$ cat config.mk
export PLATFORM = sky130hd
export DESIGN_NAME = eth_frame_logger
export DESIGN_NICKNAME = d
export VERILOG_FILES = /design/src/frame_ctl_pkg.sv /design/src/log_format_pkg.sv /design/src/log_fifo.sv /design/src/log_beat_counter.sv /design/src/log_header_shifter.sv /design/src/log_fsm.sv /design/src/eth_frame_logger.sv
export VERILOG_INCLUDE_DIRS = /design/src /design/src/include
export SDC_FILE = /design/constraint.sdc
export NUM_CORES = 2
export LEC_CHECK = 0
export ABC_AREA = 1
export BUFFER_PORTS_ARGS = -buffer_cell sky130_fd_sc_hd__buf_2
export CORE_MARGIN = 8
export CORE_UTILIZATION = 45
export DETAILED_ROUTE_END_ITERATION = 7
export PLACE_DENSITY = 0.62
export RECOVER_POWER = 50
export SKIP_CTS_REPAIR_TIMING = 1
export SLEW_MARGIN = 5
export SYNTH_ARGS = -nofsm -noshare
export SYNTH_HDL_FRONTEND = slang
export SYNTH_HIERARCHICAL = 1
export SYNTH_SLANG_ARGS = --single-unit
$ cat constraint.sdc
create_clock -name clk -period 6.7 [get_ports clk]
set_clock_uncertainty 0.05 [all_clocks]
set_input_delay 0.67 -clock clk [delete_from_list [all_inputs] [get_ports clk]]
set_output_delay 0.67 -clock clk [all_outputs]
set_load 0.01 [all_outputs]
$ cat src/include/eth_frame_logger_defines.svh
`ifndef ETH_FRAME_LOGGER_DEFINES_SVH
`define ETH_FRAME_LOGGER_DEFINES_SVH

// beat width of the payload and log streams
`define LOG_WIDTH 64

// header constants
`define LOG_MAGIC        32'h02425AFF
`define LOG_DIRECTION_ID 8'd65
`define LOG_HEADER_BEATS 3

// three beats of 8 bytes minus the 8 byte preamble word
`define LOG_HEADER_BYTES 16

// buffer sizes
`define CTL_FIFO_DEPTH   4
`define FRAME_FIFO_DEPTH 16

`endif

$ cat src/frame_ctl_pkg.sv
`include "eth_frame_logger_defines.svh"

package frame_ctl_pkg;

	// descriptor sent by the matcher for every frame
	typedef struct packed {
		logic [7:0]  flags;     // one bit per match rule
		logic [15:0] size;      // frame length in bytes
		logic [31:0] number;    // running frame number
		logic [63:0] timestamp; // capture time
	} frame_ctl_t;

	// one payload beat
	typedef logic [`LOG_WIDTH-1:0] frame_beat_t;

endpackage

$ cat src/log_format_pkg.sv
package log_format_pkg;

	// log header, lowest word goes out first
	typedef struct packed {
		logic [7:0]  flags;     // copied from the descriptor
		logic [7:0]  log_width; // beat width in bytes
		logic [7:0]  direction;
		logic [31:0] number;
		logic [63:0] timestamp;
		logic [15:0] length;    // header bytes plus frame size
		logic [15:0] log_id;
		logic [31:0] magic;
	} log_header_t;

	// logger sequence
	typedef enum logic [1:0] {
		WAIT_CTL,   // idle, waiting for a descriptor
		TX_HEADER,  // sending header beats
		TX_FRAME,   // forwarding payload
		DROP_FRAME  // discarding payload of an unmatched frame
	} log_state_t;

endpackage

$ cat src/log_fifo.sv
`timescale 1ns/1ps

module log_fifo #(
	parameter type payload_t = logic,
	parameter int DEPTH = 4
) (
	input  logic     clk,
	input  logic     rst_n,

	input  payload_t in_data,
	input  logic     in_valid,
	output logic     in_ready,

	output payload_t out_data,
	output logic     out_valid,
	input  logic     out_pop
);
	localparam int PTR_W = (DEPTH > 1) ? $clog2(DEPTH) : 1;
	localparam int CNT_W = $clog2(DEPTH + 1);

	payload_t mem [DEPTH];

	logic [PTR_W-1:0] wr_ptr;
	logic [PTR_W-1:0] rd_ptr;
	logic [CNT_W-1:0] count;
	logic push;
	logic pop;

	assign in_ready = (count != CNT_W'(DEPTH));
	assign out_valid = (count != '0);
	assign out_data = mem[rd_ptr];

	assign push = in_valid && in_ready;
	assign pop = out_pop && out_valid;

	always_ff @(posedge clk) begin
		if (push) begin
			mem[wr_ptr] <= in_data;
		end
	end

	always_ff @(posedge clk) begin
		if (!rst_n) begin
			wr_ptr <= '0;
			rd_ptr <= '0;
			count <= '0;
		end else begin
			if (push) begin
				wr_ptr <= (wr_ptr == PTR_W'(DEPTH - 1)) ? '0 : wr_ptr + 1'b1; // wrap
			end
			if (pop) begin
				rd_ptr <= (rd_ptr == PTR_W'(DEPTH - 1)) ? '0 : rd_ptr + 1'b1;
			end
			case ({push, pop})
				2'b10: count <= count + 1'b1;
				2'b01: count <= count - 1'b1;
				default: count <= count; // both or neither
			endcase
		end
	end

endmodule

$ cat src/log_beat_counter.sv
`timescale 1ns/1ps

`include "eth_frame_logger_defines.svh"

module log_beat_counter (
	input  logic        clk,
	input  logic        rst_n,

	input  logic        count_start,
	input  logic [15:0] start_size,

	input  logic        header_step,
	input  logic        frame_step,

	output logic        header_last,
	output logic        frame_last,
	output logic        size_zero
);
	localparam int IDX_W = $clog2(`LOG_HEADER_BEATS);
	localparam logic [15:0] BEAT_BYTES = 16'(`LOG_WIDTH / 8);

	logic [IDX_W-1:0] header_idx;
	logic [15:0] bytes_left;
	logic zero_size;

	assign header_last = (header_idx == IDX_W'(`LOG_HEADER_BEATS - 1));
	assign frame_last = (bytes_left <= BEAT_BYTES); // short last beat counts as full
	assign size_zero = zero_size;

	always_ff @(posedge clk) begin
		if (!rst_n) begin
			header_idx <= '0;
			bytes_left <= '0;
			zero_size <= 1'b0;
		end else if (count_start) begin
			header_idx <= '0;
			bytes_left <= start_size;
			zero_size <= (start_size == '0);
		end else begin
			if (header_step && !header_last) begin
				header_idx <= header_idx + 1'b1;
			end
			if (frame_step) begin
				bytes_left <= bytes_left - BEAT_BYTES;
			end
		end
	end

endmodule

$ cat src/log_header_shifter.sv
`timescale 1ns/1ps

`include "eth_frame_logger_defines.svh"

module log_header_shifter
	import frame_ctl_pkg::*, log_format_pkg::*;
(
	input  logic                  clk,
	input  logic                  rst_n,

	input  logic [15:0]           log_id,

	input  logic                  header_load,
	input  frame_ctl_t            ctl,
	input  logic                  shift,

	output logic [`LOG_WIDTH-1:0] beat
);
	localparam int HDR_W = $bits(log_header_t);

	log_header_t hdr;

	assign beat = hdr[`LOG_WIDTH-1:0]; // low word leaves first

	always_ff @(posedge clk) begin
		if (!rst_n) begin
			hdr <= '0;
		end else if (header_load) begin
			hdr.flags <= ctl.flags;
			hdr.log_width <= 8'(`LOG_WIDTH / 8);
			hdr.direction <= `LOG_DIRECTION_ID;
			hdr.number <= ctl.number;
			hdr.timestamp <= ctl.timestamp;
			hdr.length <= ctl.size + 16'(`LOG_HEADER_BYTES);
			hdr.log_id <= log_id;
			hdr.magic <= `LOG_MAGIC;
		end else if (shift) begin
			// next word down, zeros in from the top
			hdr <= log_header_t'({{`LOG_WIDTH{1'b0}}, hdr[HDR_W-1:`LOG_WIDTH]});
		end
	end

endmodule

$ cat src/log_fsm.sv
`timescale 1ns/1ps

module log_fsm
	import frame_ctl_pkg::*, log_format_pkg::*;
(
	input  logic       clk,
	input  logic       rst_n,

	input  frame_ctl_t ctl,
	input  logic       ctl_valid,
	output logic       ctl_pop,

	input  logic       header_last,
	input  logic       frame_last,
	input  logic       size_zero,

	input  logic       out_ready,
	input  logic       frame_valid,

	output log_state_t state,

	output logic       header_load,
	output logic       count_start,
	output logic       header_step,
	output logic       frame_step,

	output logic       out_valid,
	output logic       out_last,
	output logic       frame_pop
);
	log_state_t state_next;

	assign ctl_pop = (state == WAIT_CTL) && ctl_valid;
	assign header_load = ctl_pop; // shifter and counter load on the pop edge
	assign count_start = ctl_pop;

	assign header_step = (state == TX_HEADER) && out_ready;
	assign frame_step = ((state == TX_FRAME) && frame_valid && out_ready) ||
		((state == DROP_FRAME) && frame_valid); // drops ignore the output side
	assign frame_pop = frame_step;

	assign out_valid = (state == TX_HEADER) || ((state == TX_FRAME) && frame_valid);
	assign out_last = ((state == TX_HEADER) && header_last && size_zero) ||
		((state == TX_FRAME) && frame_valid && frame_last);

	always_comb begin
		state_next = state;
		case (state)
			WAIT_CTL: begin
				if (ctl_valid) begin
					if (ctl.flags != '0) begin
						state_next = TX_HEADER;
					end else if (ctl.size != '0) begin
						state_next = DROP_FRAME;
					end // empty unmatched descriptor just goes away
				end
			end
			TX_HEADER: begin
				if (header_step && header_last) begin
					state_next = size_zero ? WAIT_CTL : TX_FRAME;
				end
			end
			TX_FRAME, DROP_FRAME: begin
				if (frame_step && frame_last) begin
					state_next = WAIT_CTL;
				end
			end
			default: state_next = WAIT_CTL;
		endcase
	end

	always_ff @(posedge clk) begin
		if (!rst_n) begin
			state <= WAIT_CTL;
		end else begin
			state <= state_next;
		end
	end

endmodule

$ cat src/eth_frame_logger.sv
`timescale 1ns/1ps

`include "eth_frame_logger_defines.svh"

module eth_frame_logger
	import frame_ctl_pkg::*, log_format_pkg::*;
(
	input  logic                  clk,
	input  logic                  rst_n,

	input  logic [15:0]           log_id,

	input  frame_ctl_t            s_ctl_tdata,
	input  logic                  s_ctl_tvalid,
	output logic                  s_ctl_tready,

	input  frame_beat_t           s_frame_tdata,
	input  logic                  s_frame_tvalid,
	output logic                  s_frame_tready,

	output logic [`LOG_WIDTH-1:0] m_log_tdata,
	output logic                  m_log_tlast,
	output logic                  m_log_tvalid,
	input  logic                  m_log_tready
);
	frame_ctl_t ctl;
	frame_beat_t frame_data;
	log_state_t state;
	logic [`LOG_WIDTH-1:0] header_beat;
	logic ctl_valid, ctl_pop;
	logic frame_valid, frame_pop;
	logic header_load, count_start, header_step, frame_step;
	logic header_last, frame_last, size_zero;

	log_fifo #(.payload_t(frame_ctl_t), .DEPTH(`CTL_FIFO_DEPTH)) ctl_fifo (
		.clk(clk), .rst_n(rst_n),
		.in_data(s_ctl_tdata), .in_valid(s_ctl_tvalid), .in_ready(s_ctl_tready),
		.out_data(ctl), .out_valid(ctl_valid), .out_pop(ctl_pop)
	);

	log_fifo #(.payload_t(frame_beat_t), .DEPTH(`FRAME_FIFO_DEPTH)) frame_fifo (
		.clk(clk), .rst_n(rst_n),
		.in_data(s_frame_tdata), .in_valid(s_frame_tvalid), .in_ready(s_frame_tready),
		.out_data(frame_data), .out_valid(frame_valid), .out_pop(frame_pop)
	);

	log_fsm fsm_i (
		.clk(clk), .rst_n(rst_n),
		.ctl(ctl), .ctl_valid(ctl_valid), .ctl_pop(ctl_pop),
		.header_last(header_last), .frame_last(frame_last), .size_zero(size_zero),
		.out_ready(m_log_tready), .frame_valid(frame_valid), .state(state),
		.header_load(header_load), .count_start(count_start),
		.header_step(header_step), .frame_step(frame_step),
		.out_valid(m_log_tvalid), .out_last(m_log_tlast), .frame_pop(frame_pop)
	);

	log_beat_counter counter_i (
		.clk(clk), .rst_n(rst_n),
		.count_start(count_start), .start_size(ctl.size),
		.header_step(header_step), .frame_step(frame_step),
		.header_last(header_last), .frame_last(frame_last), .size_zero(size_zero)
	);

	log_header_shifter shifter_i (
		.clk(clk), .rst_n(rst_n), .log_id(log_id),
		.header_load(header_load), .ctl(ctl), .shift(header_step),
		.beat(header_beat)
	);

	// output data source follows the phase
	always_comb begin
		case (state)
			TX_HEADER: m_log_tdata = header_beat;
			TX_FRAME:  m_log_tdata = frame_data;
			default:   m_log_tdata = '0;
		endcase
	end

endmodule

==> results summary <==
The final antenna-violating net count came out at 0. The final number of setup-violating endpoints is 0. The count of non-filler cells in the finished layout came out at 8,344. The total wirelength of the detailed-routed design came out at 187,000 um. At the pin with the least slew margin, the transition time is 3.88 ns. The sequential fraction of the synthesis area is 70.1%.

Dividing the detail-routed wire length by the instance count gives approximately 22 um. The arrival time at the worst endpoint is approximately 4 ns. The clock root buffer is sky130_fd_sc_hd__clkbuf_16.

The number of iterations in the first detailed-routing pass is 6. The worst pin sits at a relative slew slack of -159%. The number of vias per cell after detailed routing came out at roughly 5.4. STA classifies the critical path startpoint as a flip-flop.

The region available for standard cell placement spans approximately 160,000 sq um. The logic gate share of total power came out at 22.8%. The insertion delay to the later sink of the worst-skew pair is 0.78 ns. Of the post-synthesis cell area, the dominant cell type holds 64.0%.

The cell count after placement came out at 8,009. The initial antenna violation count is 60. The y dimension of the die came out at 412 um. The maximum buffer depth of the clock tree came out at 3.

The post-synthesis to final-layout area growth came out at 10.3%. Setup total negative slack on the finished layout was measured at 0 ns. The die is just over 400 um wide. TritonCTS built the clock tree. Setup repair after global routing left no endpoint under its margin. Counting the fill cells in the layout gives between 10,000 and 15,000. The number of max-slew violations in the final report came out at 429. The data required time at the worst endpoint came out at roughly 6.0 ns. After synthesis the cells add up to about 71,000 sq um. After technology mapping, the gate count stands at 6,049. The power share of the clock group came out at 31.8%.

The fmax came out at roughly 210 MHz. In this run, synthesis produced a sequential element count of 1,720. The cell area after layout is about 78,000 sq um. For this design the total switching power over the nets is 9.22 mW. The average instance in the mapped netlist occupies 11.7 sq um. Across the VDD grid, the largest voltage drop is 318 uV.

The share of cells above drive strength 1 is 7.19%. The count of unique library cells instantiated by Yosys came out at 38. Detailed placement finished with a half-perimeter wire length of 108,000 um. For this design the static power due to leakage is 27.3 nW. The checks that failed: max-capacitance violations, max-slew violations. The sequential cells in the finished layout cover a total of ~50,000 sq um.

The top-level port count came out at 273. The minimum clock period after layout is 4.65 ns. STA classifies the critical path endpoint as a primary output. The setup slack of the critical path after layout came out at 2.05 ns. The internal power came out at 19.9 mW. The via count of the first global-routing pass is 42,600.

The run finished, with violations left. Net switching is about a third of the power. The die area is 170,000 sq um. The count of endpoints failing hold in the final timing report came to 0.

Clock-pin slew was measured on the worst setup and hold paths at approximately 0.06 ns. The CTS buffer count came out at 170. The total global-route track usage is 21.5%. The delay of the slowest cell on the worst path came out at 0.90 ns.

The slowest library cell on the worst path is sky130_fd_sc_hd__dfxtp_4. The initial DRC count came out at around 4,500. The power per standard cell area came out at 374 nW/um^2. Routability-driven placement finished with a final weighted congestion of 0.834. The count of max-cap constraint violations came out at 5. The footprint of the multi-input gates came out at 15,900 sq um.

The number of nets handed over by synthesis was 6,274. The number of clock sinks is 1,720. The tightest hold margin came out at 0.0917 ns. The DRC violations left came out at 0.

Of all cell types, the one taking the most synthesized area is sky130_fd_sc_hd__edfxtp_1. The warning count from the yosys run came out at 6. For this configuration, the core starts out at a cell density of 45.2%. The worst setup timing slack at the placement stage came out at 2.90 ns. The instance area at placement is 72,700 sq um. By area the synthesized netlist is led by sky130_fd_sc_hd__edfxtp_1, sky130_fd_sc_hd__dfxtp_1, sky130_fd_sc_hd__nand2_1. The placement row count came out at 145. The H-tree depth came out at 4. The signal on the critical path passes through buf_12 > buf_4 > o211ai_1 > nand3_1 > nand3_1 > nand2_1 > nand2_1 > a21oi_1 > buf_2. Summed over all layers, the global routing overflow is 0. Entering global routing, the biggest net connects 198 pins. The maximum net fanout on the critical path is 112.

The global-route wire length before repair came out at 276,000 um. The vias after detailed routing came out at 45,300. The count of buffers from port buffering is 272. The category of the most critical setup path is reg -> out. In this run, flip-flops and latches consume 45.4% of the power. The number of nets in the layout came out at 6,350. The period utilization is between 60% and 70%. The worst hold path belongs to the class in -> reg.
## logic make-up (layout without fill, tap and decap cells)
family,count (synthesis),in the layout,share of synthesized area [%]
and+or+nand+nor,1813,1813,10.6
other,0,24,0
DFF,1720,1720,70.1
adders and majority gates,20,20,0.365
AOI/OAI and AO/OA,1380,1380,11.2
buffers and inverters,1101,1314,7.55
xor gates and xnor gates,15,15,0.186
## sequential cells by signal (all words and copies together), names as in the netlist, named ones only
| name | flops |
|---|---|
| counter_i/bytes_left | 16 |
| counter_i/header_idx | 2 |
| counter_i/size_zero | 1 |
| ctl_fifo/count | 3 |
| ctl_fifo/mem | 480 |
| ctl_fifo/rd_ptr | 2 |
| ctl_fifo/wr_ptr | 2 |
| frame_fifo/count | 5 |
| frame_fifo/mem | 1024 |
| frame_fifo/rd_ptr | 4 |
| frame_fifo/wr_ptr | 4 |
| fsm_i/state | 2 |
| shifter_i/beat | 64 |
| shifter_i/hdr | 105 |
## final timing paths
kind	startpoint	to	slack (ns)	cells past startpoint
setup / recovery	flip-flop	m_log_tdata[42]	2.05	9
hold / removal	s_ctl_tdata[12]	ctl_fifo/mem[2][12]	0.09	1
setup reg to reg	ctl_fifo/count[1]	ctl_fifo/mem[1][18]	2.34	5
hold reg to reg	shifter_i/hdr[144]	shifter_i/hdr[144]	0.41	2
## placed cells by master (no fill, tap or decap), types with 7 or more instances in the layout
| cell type | instances |
|---|---|
| sky130_fd_sc_hd__o21ai_0 | 278 |
| sky130_fd_sc_hd__nand3_1 | 466 |
| sky130_fd_sc_hd__edfxtp_1 | 1504 |
| sky130_fd_sc_hd__a31oi_1 | 9 |
| sky130_fd_sc_hd__buf_12 | 16 |
| sky130_fd_sc_hd__clkbuf_16 | 180 |
| sky130_fd_sc_hd__clkbuf_8 | 14 |
| sky130_fd_sc_hd__buf_4 | 51 |
| sky130_fd_sc_hd__a21oi_1 | 427 |
| sky130_fd_sc_hd__a22oi_1 | 16 |
| sky130_fd_sc_hd__o221a_1 | 14 |
| sky130_fd_sc_hd__clkinv_1 | 28 |
| sky130_fd_sc_hd__nor3_1 | 7 |
| sky130_fd_sc_hd__buf_2 | 87 |
| sky130_fd_sc_hd__a22o_1 | 7 |
| sky130_fd_sc_hd__o22ai_1 | 120 |
| sky130_fd_sc_hd__bufinv_16 | 7 |
| sky130_fd_sc_hd__clkbuf_1 | 237 |
| sky130_fd_sc_hd__nor2_1 | 313 |
| sky130_fd_sc_hd__o21ai_1 | 244 |
| sky130_fd_sc_hd__nor2_4 | 22 |
| sky130_fd_sc_hd__ha_1 | 17 |
| sky130_fd_sc_hd__o211ai_1 | 257 |
| sky130_fd_sc_hd__clkinv_2 | 25 |
| sky130_fd_sc_hd__dfxtp_1 | 210 |
| sky130_fd_sc_hd__a21oi_2 | 8 |
| sky130_fd_sc_hd__xor2_1 | 10 |
| sky130_fd_sc_hd__inv_1 | 647 |
| sky130_fd_sc_hd__nand2_1 | 981 |
| sky130_fd_sc_hd__diode_2 | 24 |
## per-stage QoR
step / util, % / power [mW]
floorplan: - / 18.3
global placement: 46.6 / 19.9
detailed placement: 46.6 / 20.1
CTS: 50.0 / 29.3
global route: 49.9 / 30.5
finish: 49.9 / 29.1
## cell type report
cell class / instances / area share (%)
Multi-Input combinational cell: 3228 / 20.5
Clock inverter: 65 / 0.685
Timing Repair Buffer: 346 / 2.41
Inverter: 659 / 3.19
Tap cell: 2058 / 3.31
Antenna cell: 24 / 0.0771
Sequential cell: 1720 / 63.6
Clock buffer: 244 / 6.27
## power groups by stage
stage	logic [mW]	registers [mW]	clock network (mW)
final	6.63	13.2	9.26
after global routing	7.36	13.3	9.83
after CTS	6.66	13.2	9.42
after detailed placement	6.64	13.4	0
after global placement	6.52	13.4	0
after floorplan	5.18	13.2	0
## synth_stat cells, drive strengths merged
master / instances
edfxtp: 1504
nand2: 984
inv: 657
o21ai: 522
nand3: 467
a21oi: 435
nor2: 341
buf: 331
o211ai: 257
dfxtp: 216
o22ai: 120
clkbuf: 111
ha: 19
a22oi: 16
o221a: 14
xor2: 10
a31oi: 9
nor3: 8
a22o: 7
nand4: 6
xnor2: 5
nand3b: 3
nor4: 3
clkinv: 2
fa: 1
or2: 1
## critical path, delay by kind of cell, from the launching register on
kind,cells,cell delay (ns)
compound gates,2,0.61
simple gates,4,0.42
flops,1,0.90
buf+inv,3,1.13
## layer usage
layer	global-route usage [%]	part of all wire [%]	vias up
met2	34.3	46	1526
met5	0	0.18	-
li1	-	-	21300
met4	6.90	3.1	48
met1	29.3	42	22100
met3	4.96	7.8	319
Power figures use the tool's default switching activity.
